## src/design/isaPkg.sv

```systemverilog
// instruction-set encodings for the execute stage
// holds the data word width and the enums that decode places in the
// control word: ALU operations, branch/set conditions, operand
// forwarding sources and the store data choice
// reference these through isaPkg:: scoped names
package isaPkg;

   // every datapath word in this ISA is 16 bits
   localparam int WORD_W = 16;

   // ALU operations, shifts and rotates in the low half
   typedef enum logic [3:0] {
      ROL = 4'b0000,
      SLL = 4'b0001,
      ROR = 4'b0010,
      SRL = 4'b0011,
      ADD = 4'b0100,
      OR  = 4'b0101,
      XOR = 4'b0110,
      AND = 4'b0111
   } aluOpE;

   // branch conditions test the ALU result against zero,
   // set conditions compare A and B through A minus B
   typedef enum logic [3:0] {
      NONE = 4'd0,
      BEQZ = 4'd1,
      BNEZ = 4'd2,
      BLTZ = 4'd3,
      BGEZ = 4'd4,
      SEQ  = 4'd5,
      SLT  = 4'd6,
      SLE  = 4'd7,
      SCO  = 4'd8
   } brCondE;

   // where an operand comes from, register file or a later stage
   typedef enum logic [2:0] {
      REG       = 3'd0,
      EX_ALU    = 3'd1,
      EX_IMM8   = 3'd2,
      EX_ADDPC  = 3'd3,
      MEM_ALU   = 3'd4,
      MEM_IMM8  = 3'd5,
      MEM_ADDPC = 3'd6,
      MEM_MEM   = 3'd7
   } fwdSrcE;

   // store data is either forwarded B or the value passed in
   typedef enum logic {
      STD_FWD  = 1'b0,
      STD_PASS = 1'b1
   } storeSelE;

endpackage
```

## src/design/pipePkg.sv

```systemverilog
// packed structs moving through the execute stage
// control word, forwarded data, the request into the stage and the
// response out of it
// field types come from isaPkg, so compile that package first
package pipePkg;

   // decoded control for one execute operation
   typedef struct packed {
      isaPkg::aluOpE    aluOp;
      logic             invA;
      logic             invB;
      logic             cin;
      isaPkg::brCondE   brCond;
      // pick imm11 instead of imm8 for the target
      logic             immSel;
      // target base is the ALU result, not incPc
      logic             aluPcBase;
      // result word becomes the condition bit
      logic             setOp;
      // next PC is the ALU result
      logic             aluJmp;
      // link value is incPc
      logic             jal;
      // next PC is incPc
      logic             slbi;
      // ALU B operand skips forwarding
      logic             stuBase;
      isaPkg::fwdSrcE   fwdA;
      isaPkg::fwdSrcE   fwdB;
      isaPkg::storeSelE storeSel;
   } execCtrlS;

   // values forwarded back from the EX and MEM stages
   typedef struct packed {
      logic [isaPkg::WORD_W-1:0] exAlu;
      logic [isaPkg::WORD_W-1:0] exImm8;
      logic [isaPkg::WORD_W-1:0] exAddPc;
      logic [isaPkg::WORD_W-1:0] memAlu;
      logic [isaPkg::WORD_W-1:0] memImm8;
      logic [isaPkg::WORD_W-1:0] memAddPc;
      logic [isaPkg::WORD_W-1:0] memData;
   } fwdDataS;

   // one request into the execute stage
   typedef struct packed {
      execCtrlS                  ctrl;
      logic [isaPkg::WORD_W-1:0] inA;
      logic [isaPkg::WORD_W-1:0] inB;
      logic [isaPkg::WORD_W-1:0] incPc;
      // both immediates arrive already sign-extended
      logic [isaPkg::WORD_W-1:0] imm8;
      logic [isaPkg::WORD_W-1:0] imm11;
      logic [isaPkg::WORD_W-1:0] wrtDataIn;
      fwdDataS                   fwd;
   } execReqS;

   // results handed on to the memory stage
   typedef struct packed {
      logic [isaPkg::WORD_W-1:0] aluFinal;
      logic [isaPkg::WORD_W-1:0] newPc;
      logic [isaPkg::WORD_W-1:0] addPc;
      logic [isaPkg::WORD_W-1:0] aluOut;
      logic [isaPkg::WORD_W-1:0] wrtDataOut;
   } execRespS;

endpackage

```

## src/design/executeUnit.sv

```systemverilog
// standalone execute unit behind a four-phase req/ack handshake
// a request is captured when req is seen in IDLE, evaluated for one
// cycle, then the response is registered and ack raised; ack drops
// once req is seen low, and only then is a new request taken
// respData stays put for the whole time ack is high
`timescale 1ns/1ps

module executeUnit (
   input  logic              clk,
   input  logic              rst,
   input  logic              req,
   input  pipePkg::execReqS  reqData,
   output logic              ack,
   output pipePkg::execRespS respData
);

   typedef enum logic [1:0] {
      IDLE,
      EVAL,
      DONE
   } stateE;

   stateE             state;
   logic              accept;
   pipePkg::execReqS  reqReg;
   pipePkg::execRespS execResp;

   // one item in flight, so accept only from IDLE
   assign accept = (state == IDLE) && req;

   // request payload, held until the next accept
   always_ff @(posedge clk) begin
      if (accept) begin
         reqReg <= reqData;
      end
   end

   execute exec (
      .req  (reqReg),
      .resp (execResp)
   );

   always_ff @(posedge clk) begin
      if (rst) begin
         state    <= IDLE;
         ack      <= 1'b0;
         respData <= '0;
      end else begin
         case (state)
            IDLE: begin
               if (accept) begin
                  state <= EVAL;
               end
            end
            // captured request has had a cycle to settle
            EVAL: begin
               respData <= execResp;
               ack      <= 1'b1;
               state    <= DONE;
            end
            // hold ack until the requester lets go
            DONE: begin
               if (!req) begin
                  ack   <= 1'b0;
                  state <= IDLE;
               end
            end
            default: begin
               ack   <= 1'b0;
               state <= IDLE;
            end
         endcase
      end
   end

endmodule

```

## src/design/execute.sv

```systemverilog
// combinational execute datapath
// forwards the operands, runs the ALU, tests the condition and adds
// the branch target, then picks next PC, link value and result word
// zero cycles of latency, registered by the top level
`timescale 1ns/1ps

module execute (
   input  pipePkg::execReqS  req,
   output pipePkg::execRespS resp
);

   logic [isaPkg::WORD_W-1:0] aluA;
   logic [isaPkg::WORD_W-1:0] aluB;
   logic [isaPkg::WORD_W-1:0] storeData;
   logic [isaPkg::WORD_W-1:0] aluOut;
   logic                      zero;
   logic                      sign;
   logic                      ovf;
   logic                      carry;
   logic                      condTrue;
   logic                      isBranch;
   logic [isaPkg::WORD_W-1:0] pcBase;
   logic [isaPkg::WORD_W-1:0] immVal;
   logic [isaPkg::WORD_W-1:0] target;
   logic [isaPkg::WORD_W-1:0] jumpPc;
   logic [isaPkg::WORD_W-1:0] addPc;
   logic [isaPkg::WORD_W-1:0] newPc;
   logic [isaPkg::WORD_W-1:0] aluFinal;

   operandForward fwdSel (
      .ctrl      (req.ctrl),
      .inA       (req.inA),
      .inB       (req.inB),
      .wrtDataIn (req.wrtDataIn),
      .fwd       (req.fwd),
      .aluA      (aluA),
      .aluB      (aluB),
      .storeData (storeData)
   );

   alu aluExec (
      .a      (aluA),
      .b      (aluB),
      .cin    (req.ctrl.cin),
      .op     (req.ctrl.aluOp),
      .invA   (req.ctrl.invA),
      .invB   (req.ctrl.invB),
      .result (aluOut),
      .zero   (zero),
      .sign   (sign),
      .ovf    (ovf),
      .carry  (carry)
   );

   branchCondition brCheck (
      .cond     (req.ctrl.brCond),
      .zero     (zero),
      .sign     (sign),
      .ovf      (ovf),
      .carry    (carry),
      .condTrue (condTrue)
   );

   // register-relative jumps add to the ALU result instead of the PC
   assign pcBase = req.ctrl.aluPcBase ? aluOut : req.incPc;
   assign immVal = req.ctrl.immSel ? req.imm11 : req.imm8;

   claAdder16 targetAdd (
      .a   (pcBase),
      .b   (immVal),
      .sum (target)
   );

   // only the four branch forms redirect, set forms just write a bit
   assign isBranch = (req.ctrl.brCond == isaPkg::BEQZ) || (req.ctrl.brCond == isaPkg::BNEZ)
                  || (req.ctrl.brCond == isaPkg::BLTZ) || (req.ctrl.brCond == isaPkg::BGEZ);

   assign jumpPc = (condTrue && isBranch) ? target : req.incPc;

   // link register gets the return address on jal
   assign addPc = req.ctrl.jal ? req.incPc : jumpPc;

   // slbi wins over aluJmp, which wins over the branch/jump path
   assign newPc = req.ctrl.slbi ? req.incPc : (req.ctrl.aluJmp ? aluOut : jumpPc);

   assign aluFinal = req.ctrl.setOp ? {{(isaPkg::WORD_W-1){1'b0}}, condTrue} : aluOut;

   assign resp = '{aluFinal:   aluFinal,
                   newPc:      newPc,
                   addPc:      addPc,
                   aluOut:     aluOut,
                   wrtDataOut: storeData};

endmodule

```

## src/design/operandForward.sv

```systemverilog
// operand selection for the execute stage
// each ALU operand comes from the register value or one of the seven
// forwarded words; store data picks forwarded B or the incoming value
// forwarding control is decided upstream and arrives in ctrl
`timescale 1ns/1ps

module operandForward (
   input  pipePkg::execCtrlS         ctrl,
   input  logic [isaPkg::WORD_W-1:0] inA,
   input  logic [isaPkg::WORD_W-1:0] inB,
   input  logic [isaPkg::WORD_W-1:0] wrtDataIn,
   input  pipePkg::fwdDataS          fwd,
   output logic [isaPkg::WORD_W-1:0] aluA,
   output logic [isaPkg::WORD_W-1:0] aluB,
   output logic [isaPkg::WORD_W-1:0] storeData
);

   logic [isaPkg::WORD_W-1:0] fwdA;
   logic [isaPkg::WORD_W-1:0] fwdB;

   // eight-way pick, same decode for both operands
   function automatic logic [isaPkg::WORD_W-1:0] pickSource(
      input isaPkg::fwdSrcE            src,
      input logic [isaPkg::WORD_W-1:0] regVal,
      input pipePkg::fwdDataS          f
   );
      logic [isaPkg::WORD_W-1:0] val;
      case (src)
         isaPkg::REG:       val = regVal;
         isaPkg::EX_ALU:    val = f.exAlu;
         isaPkg::EX_IMM8:   val = f.exImm8;
         isaPkg::EX_ADDPC:  val = f.exAddPc;
         isaPkg::MEM_ALU:   val = f.memAlu;
         isaPkg::MEM_IMM8:  val = f.memImm8;
         isaPkg::MEM_ADDPC: val = f.memAddPc;
         isaPkg::MEM_MEM:   val = f.memData;
         default:           val = regVal;
      endcase
      return val;
   endfunction

   assign fwdA = pickSource(ctrl.fwdA, inA, fwd);
   assign fwdB = pickSource(ctrl.fwdB, inB, fwd);

   assign aluA = fwdA;

   // stu uses B as a base offset, keep the raw register value
   assign aluB = ctrl.stuBase ? inB : fwdB;

   // the stored word may itself be a forwarded value
   assign storeData = (ctrl.storeSel == isaPkg::STD_FWD) ? fwdB : wrtDataIn;

endmodule

```

## src/design/branchCondition.sv

```systemverilog
// evaluates a branch or set condition on the ALU flags
// branches test the result against zero, set forms rely on the
// request computing A minus B so the flags describe the compare
`timescale 1ns/1ps

module branchCondition (
   input  isaPkg::brCondE cond,
   input  logic           zero,
   input  logic           sign,
   input  logic           ovf,
   input  logic           carry,
   output logic           condTrue
);

   always_comb begin
      case (cond)
         isaPkg::BEQZ: condTrue = zero;
         isaPkg::BNEZ: condTrue = ~zero;
         isaPkg::BLTZ: condTrue = sign;
         isaPkg::BGEZ: condTrue = ~sign;
         isaPkg::SEQ:  condTrue = zero;
         // signed less-than, corrected for overflow
         isaPkg::SLT:  condTrue = sign ^ ovf;
         isaPkg::SLE:  condTrue = (sign ^ ovf) | zero;
         isaPkg::SCO:  condTrue = carry;
         // NONE and unused codes never fire
         default:      condTrue = 1'b0;
      endcase
   end

endmodule

```

## src/design/claAdder16.sv

```systemverilog
// 16-bit carry-lookahead adder for the branch target
// four 4-bit groups, each with full lookahead on its bits, plus a
// second lookahead level across the groups; carry-in is always zero
`timescale 1ns/1ps

module claAdder16 (
   input  logic [15:0] a,
   input  logic [15:0] b,
   output logic [15:0] sum
);

   logic [15:0] g;
   logic [15:0] p;
   logic [15:0] c;
   logic [2:0]  grpG;
   logic [2:0]  grpP;
   logic [3:0]  grpC;

   // bit generate and propagate
   assign g = a & b;
   assign p = a ^ b;

   // group level lookahead, no carry into the whole adder
   assign grpC[0] = 1'b0;
   assign grpC[1] = grpG[0];
   assign grpC[2] = grpG[1] | (grpP[1] & grpG[0]);
   assign grpC[3] = grpG[2] | (grpP[2] & grpG[1]) | (grpP[2] & grpP[1] & grpG[0]);

   for (genvar gi = 0; gi < 4; gi++) begin : grp
      localparam int lsb = 4 * gi;

      // carries inside the group, all from the group carry-in
      assign c[lsb]   = grpC[gi];
      assign c[lsb+1] = g[lsb] | (p[lsb] & grpC[gi]);
      assign c[lsb+2] = g[lsb+1] | (p[lsb+1] & g[lsb])
                      | (p[lsb+1] & p[lsb] & grpC[gi]);
      assign c[lsb+3] = g[lsb+2] | (p[lsb+2] & g[lsb+1])
                      | (p[lsb+2] & p[lsb+1] & g[lsb])
                      | (p[lsb+2] & p[lsb+1] & p[lsb] & grpC[gi]);

      // top group's G/P would only feed a carry out we drop
      if (gi < 3) begin : gp
         assign grpP[gi] = &p[lsb+3:lsb];
         assign grpG[gi] = g[lsb+3] | (p[lsb+3] & g[lsb+2])
                         | (p[lsb+3] & p[lsb+2] & g[lsb+1])
                         | (p[lsb+3] & p[lsb+2] & p[lsb+1] & g[lsb]);
      end
   end

   assign sum = p ^ c;

endmodule

```

## src/design/alu.sv

```systemverilog
// execute stage ALU
// optional inversion of either operand, then add, logic, shift or
// rotate selected by op; flags come out alongside the result
// purely combinational
`timescale 1ns/1ps

module alu (
   input  logic [isaPkg::WORD_W-1:0] a,
   input  logic [isaPkg::WORD_W-1:0] b,
   input  logic                      cin,
   input  isaPkg::aluOpE             op,
   input  logic                      invA,
   input  logic                      invB,
   output logic [isaPkg::WORD_W-1:0] result,
   output logic                      zero,
   output logic                      sign,
   output logic                      ovf,
   output logic                      carry
);

   logic [isaPkg::WORD_W-1:0]   opA;
   logic [isaPkg::WORD_W-1:0]   opB;
   logic [3:0]                  amt;
   logic [2*isaPkg::WORD_W-1:0] rolWide;
   logic [2*isaPkg::WORD_W-1:0] rorWide;
   logic [isaPkg::WORD_W:0]     addWide;
   logic                        isAdd;

   // inversion happens before anything else, so A-B is ~B plus cin
   assign opA = invA ? ~a : a;
   assign opB = invB ? ~b : b;

   // shift amount is the low nibble of the B operand
   assign amt = opB[3:0];

   // rotates via a doubled word, wrapped bits land in the kept half
   assign rolWide = {opA, opA} << amt;
   assign rorWide = {opA, opA} >> amt;

   // one extra bit keeps the carry out
   assign addWide = {1'b0, opA} + {1'b0, opB} + {{isaPkg::WORD_W{1'b0}}, cin};

   always_comb begin
      case (op)
         isaPkg::ROL: result = rolWide[2*isaPkg::WORD_W-1:isaPkg::WORD_W];
         isaPkg::SLL: result = opA << amt;
         isaPkg::ROR: result = rorWide[isaPkg::WORD_W-1:0];
         isaPkg::SRL: result = opA >> amt;
         isaPkg::ADD: result = addWide[isaPkg::WORD_W-1:0];
         isaPkg::OR:  result = opA | opB;
         isaPkg::XOR: result = opA ^ opB;
         isaPkg::AND: result = opA & opB;
         // unused opcodes give zero
         default:     result = '0;
      endcase
   end

   assign isAdd = (op == isaPkg::ADD);

   // zero and sign look at whatever the result is
   assign zero = (result == '0);
   assign sign = result[isaPkg::WORD_W-1];

   // signed overflow: same-signed inputs, result sign differs
   assign ovf = isAdd
              & (opA[isaPkg::WORD_W-1] == opB[isaPkg::WORD_W-1])
              & (addWide[isaPkg::WORD_W-1] != opA[isaPkg::WORD_W-1]);

   // carry only means something for the adder
   assign carry = isAdd & addWide[isaPkg::WORD_W];

endmodule

```

## config.mk

```make
export PLATFORM = sky130hd
export DESIGN_NAME = executeUnit
export DESIGN_NICKNAME = d
export VERILOG_FILES = /design/src/design/isaPkg.sv /design/src/design/pipePkg.sv /design/src/design/executeUnit.sv /design/src/design/execute.sv /design/src/design/operandForward.sv /design/src/design/branchCondition.sv /design/src/design/claAdder16.sv /design/src/design/alu.sv
export SDC_FILE = /design/constraint.sdc
export NUM_CORES = 1
export LEC_CHECK = 0
export BUFFER_PORTS_ARGS = -buffer_cell sky130_fd_sc_hd__buf_2
export CAP_MARGIN = 10
export CORE_ASPECT_RATIO = 0.7
export CORE_MARGIN = 2
export CORE_UTILIZATION = 58
export DETAILED_ROUTE_END_ITERATION = 8
export PLACE_DENSITY = 0.9
export SLEW_MARGIN = 20
export SYNTH_ARGS = -nofsm -noshare
export SYNTH_HDL_FRONTEND = slang
export SYNTH_HIERARCHICAL = 1
export SYNTH_SLANG_ARGS = --single-unit
```

## constraint.sdc

```tcl
create_clock -name clk -period 16.4 [get_ports clk]
set_clock_uncertainty 0.05 [all_clocks]
set_input_delay 2.46 -clock clk [delete_from_list [all_inputs] [get_ports clk]]
set_output_delay 2.46 -clock clk [all_outputs]
set_load 0.05 [all_outputs]
```

==> reports/summary.txt <==
Tightest Hold Check Type - flip-flop to flip-flop
Max IR drop VDD - 104 uV
WL/cell - 28.7 um
area grow syn2layout - 12.8%
Crit Path Category - flip-flop to flip-flop
Synth Cell Area - 0.0203 sq mm
CP endpoint kind - flip-flop
CTS resizes - 0
fmax - 0.108 GHz
worst endpoint data arrival time - 9670 ps
Initial Utilization - 0.587
grt total ovfl - 0
top-area cell type share of the netlist area - 0.345
CTS Buffer Depth - 3
Critical Path RT - 16800 ps
cts bufs inserted - 29
clk_lat worst skew - 600 ps
r2r worst-path depth - 24
Crit path buffers/inverters - 2
Setup WS post-layout - 7120 ps
htree depth - 1
Max Transition Viols Final - 0
DR iter-0 viols - 2888
Flop pwr share - 0.372
ys flop type - edfxtp_1
CTS root buf - clkbuf_16
Hold Buf Count CTS - 0
Die Ht - 160 um
Area contributors post-synth - edfxtp_1 (34%), dfxtp_1 (8.2%), nand4bb_1 (4.4%), nand2b_1 (3.9%), mux2_2 (3.1%)
Critical Path Max Stage Delay - 930 ps
GRT Overall Usage - 0.411
Max-slew headroom - 0.230
unique cell type count in the Yosys netlist - 101
Worst-path clk slew - 70 ps
Cells after Synth - 1922
TritonCTS clock tree - built
CTS Sinks - 316
Syn Area/Cell - 10.6 sq um
DR vias/cell - 6.88
RSZ-0062 raised after global routing - no
vias in the first global route - 17000
largest net degree at the start of global routing - 102
NetSw - 0.000957 W
Power Density - 112 mW/mm^2
number of flops mapped to enable cells by yosys - 233
share of cells above drive strength 1 - 0.272
post-synthesis register bit count - 316
delay-heaviest family, CP - simple AND/OR/NAND/NOR gates
Nets - 2435
Post-DRT Antenna Nets - 0
Final Setup Violations - 0
fill count - 2575
CP max FO - 24
DP HPWL - 56600 um
# Max-Cap Violations - 0
dpl cell area - 0.0218 sq mm
Final period util - 0.566
clock share of power - 0.276
drt pass-1 iters - 8
Critical Path, Cell by Cell - buf_4 -> or2_1 -> o32ai_1 -> nor3_1 -> a21oi_1 -> xor2_2 -> ha_1 -> and3_1 -> a221oi_1 -> o21bai_1 -> a21oi_1 -> xor2_1 -> nor2_1 -> or4_1 -> or4_1 -> nor4_2 -> mux2i_1 -> o311ai_1 -> nor2b_1 -> buf_4 -> and4b_1 -> mux2_2 -> nand4bb_1 -> o21ai_2
design area - 0.0229 sq mm
Final Util - 0.662
Die W - 228 um
CP Launch Point - reqReg[211]
Final Wtd Congestion - 1.02
Seq/Total Area, Yosys - 0.427
Reg-to-Reg Start - reqReg[211]
Leakage - 8.98 nW
Yosys warning count - 6
Startpoint Class - flip-flop
Post-Route WL - 76000 um
initial antenna violation count - 8
Via Count - 18200
Switching Fraction - 0.372
Post-synth ARST share - 0
I/O pin cnt - 317
Critical Path Sink - respData[34]
row count - 57
crit path time final - 9280 ps
Post-Syn Nets - 2212
R2R setup slack - 7120 ps
Crit path depth - 24
DRC - 0
status - finished clean
pre-CTS setup slack - 7530 ps
cell taking the most area after synthesis - edfxtp_1
core region area - 0.0346 sq mm
Fin. Hold Viols - 0
reg-to-reg endpoint - respData[34]
Comb power frac - 0.351
Least-Margin Pin Slew - 1150 ps
DIE AREA - 0.0365 sq mm
Setup Fix Bufs, Post-CTS - 0
Slowest-stage cell, CP - and4b_1
Port Buffers - 316
Internal Power - 0.00161 W
first-pass GRT wire length - 111000 um
Fin Setup TNS - 0 ps
[stage by stage]
step | cells | power, W | hold WS (ps)
finish | 2644 | 0.00257 | 414
global route | 2643 | 0.00264 | 448
detailed placement | 2585 | 0.00182 | 406
CTS | 2639 | 0.00252 | 417
global placement | 2585 | 0.00181 | 402
floorplan | 1922 | 0.00156 | 535
[worst min-delay path, delay by kind of cell (launching register included)]
kind | cells | cell delay [ps]
AO/OA/AOI/OAI | 1 | 50
flip-flops | 1 | 310
AND/OR/NAND/NOR | 1 | 70
[cells in the final DEF, fill, tap and decap left out, types with 70 or more instances in the layout]
master,count
inv_1,70
a21oi_1,99
nor2_1,112
nand4bb_1,80
buf_2,315
o21ai_2,70
nand2b_1,125
nand2_1,120
dfxtp_1,81
edfxtp_1,233
[sequential cells by signal (all words and copies together) (netlist names)]
register and flops:
ack 1, respData 80, state 2, reqReg 233
[synthesized netlist by cell type, drive strengths merged (65+ instances only)]
cell     number
edfxtp      233
nand2b      125
nand2       120
nor2        116
o21ai       115
a21oi       100
buf          91
dfxtp        83
nand4bb      80
inv          74
mux2         66
clkbuf       65
[power by group through the flow]
stage	combinational (W)	sequential [W]	clock (W)
after global placement	0.000841	0.000970	0
final	0.000904	0.000957	0.000711
after floorplan	0.000552	0.00100	0
after CTS	0.000856	0.000954	0.000712
after global routing	0.000940	0.000960	0.000740
after detailed placement	0.000850	0.000971	0
[final cells by class]
type / count / area, sq um / share of cell area
clock buffer: 43 / 875 / 0.0382
inverter: 75 / 284 / 0.0124
sequential: 316 / 8660 / 0.378
antenna: 4 / 10.0 / 0.000437
clock inverter: 11 / 114 / 0.00498
multi-input combinational: 1375 / 10500 / 0.459
timing repair buffer: 348 / 1840 / 0.0806
tap: 472 / 591 / 0.0258
[routing by layer]
layer,wire length (um),part of all wire,track usage
met1,32500,0.43,0.632
met2,29600,0.39,0.536
met3,12200,0.16,0.171
met4,1690,0.022,0.0766
met5,56,0.00074,0
[worst min path at each step]
stage                        end  cells after the start  slack [ps]          from
finish              respData[77]                      2         410  respData[77]
global route        respData[33]                      2         450  respData[33]
CTS                 respData[77]                      2         420  respData[77]
detailed placement  respData[77]                      2         410  respData[77]
global placement    respData[77]                      2         400  respData[77]
floorplan           respData[15]                      4         530   reqReg[127]
[logic make-up (layout without fill, tap and decap cells)]
kind of cell	after synthesis	after routing	share of synthesized area
compound gates	517	517	0.188
xor+xnor	62	62	0.0299
fa+ha+maj	54	54	0.0355
buf+inv	231	477	0.0571
flops	316	316	0.427
mux	139	139	0.0837
other cells	0	4	0
simple gates	603	603	0.180
Note: power is estimated with default switching activity, not from simulation.
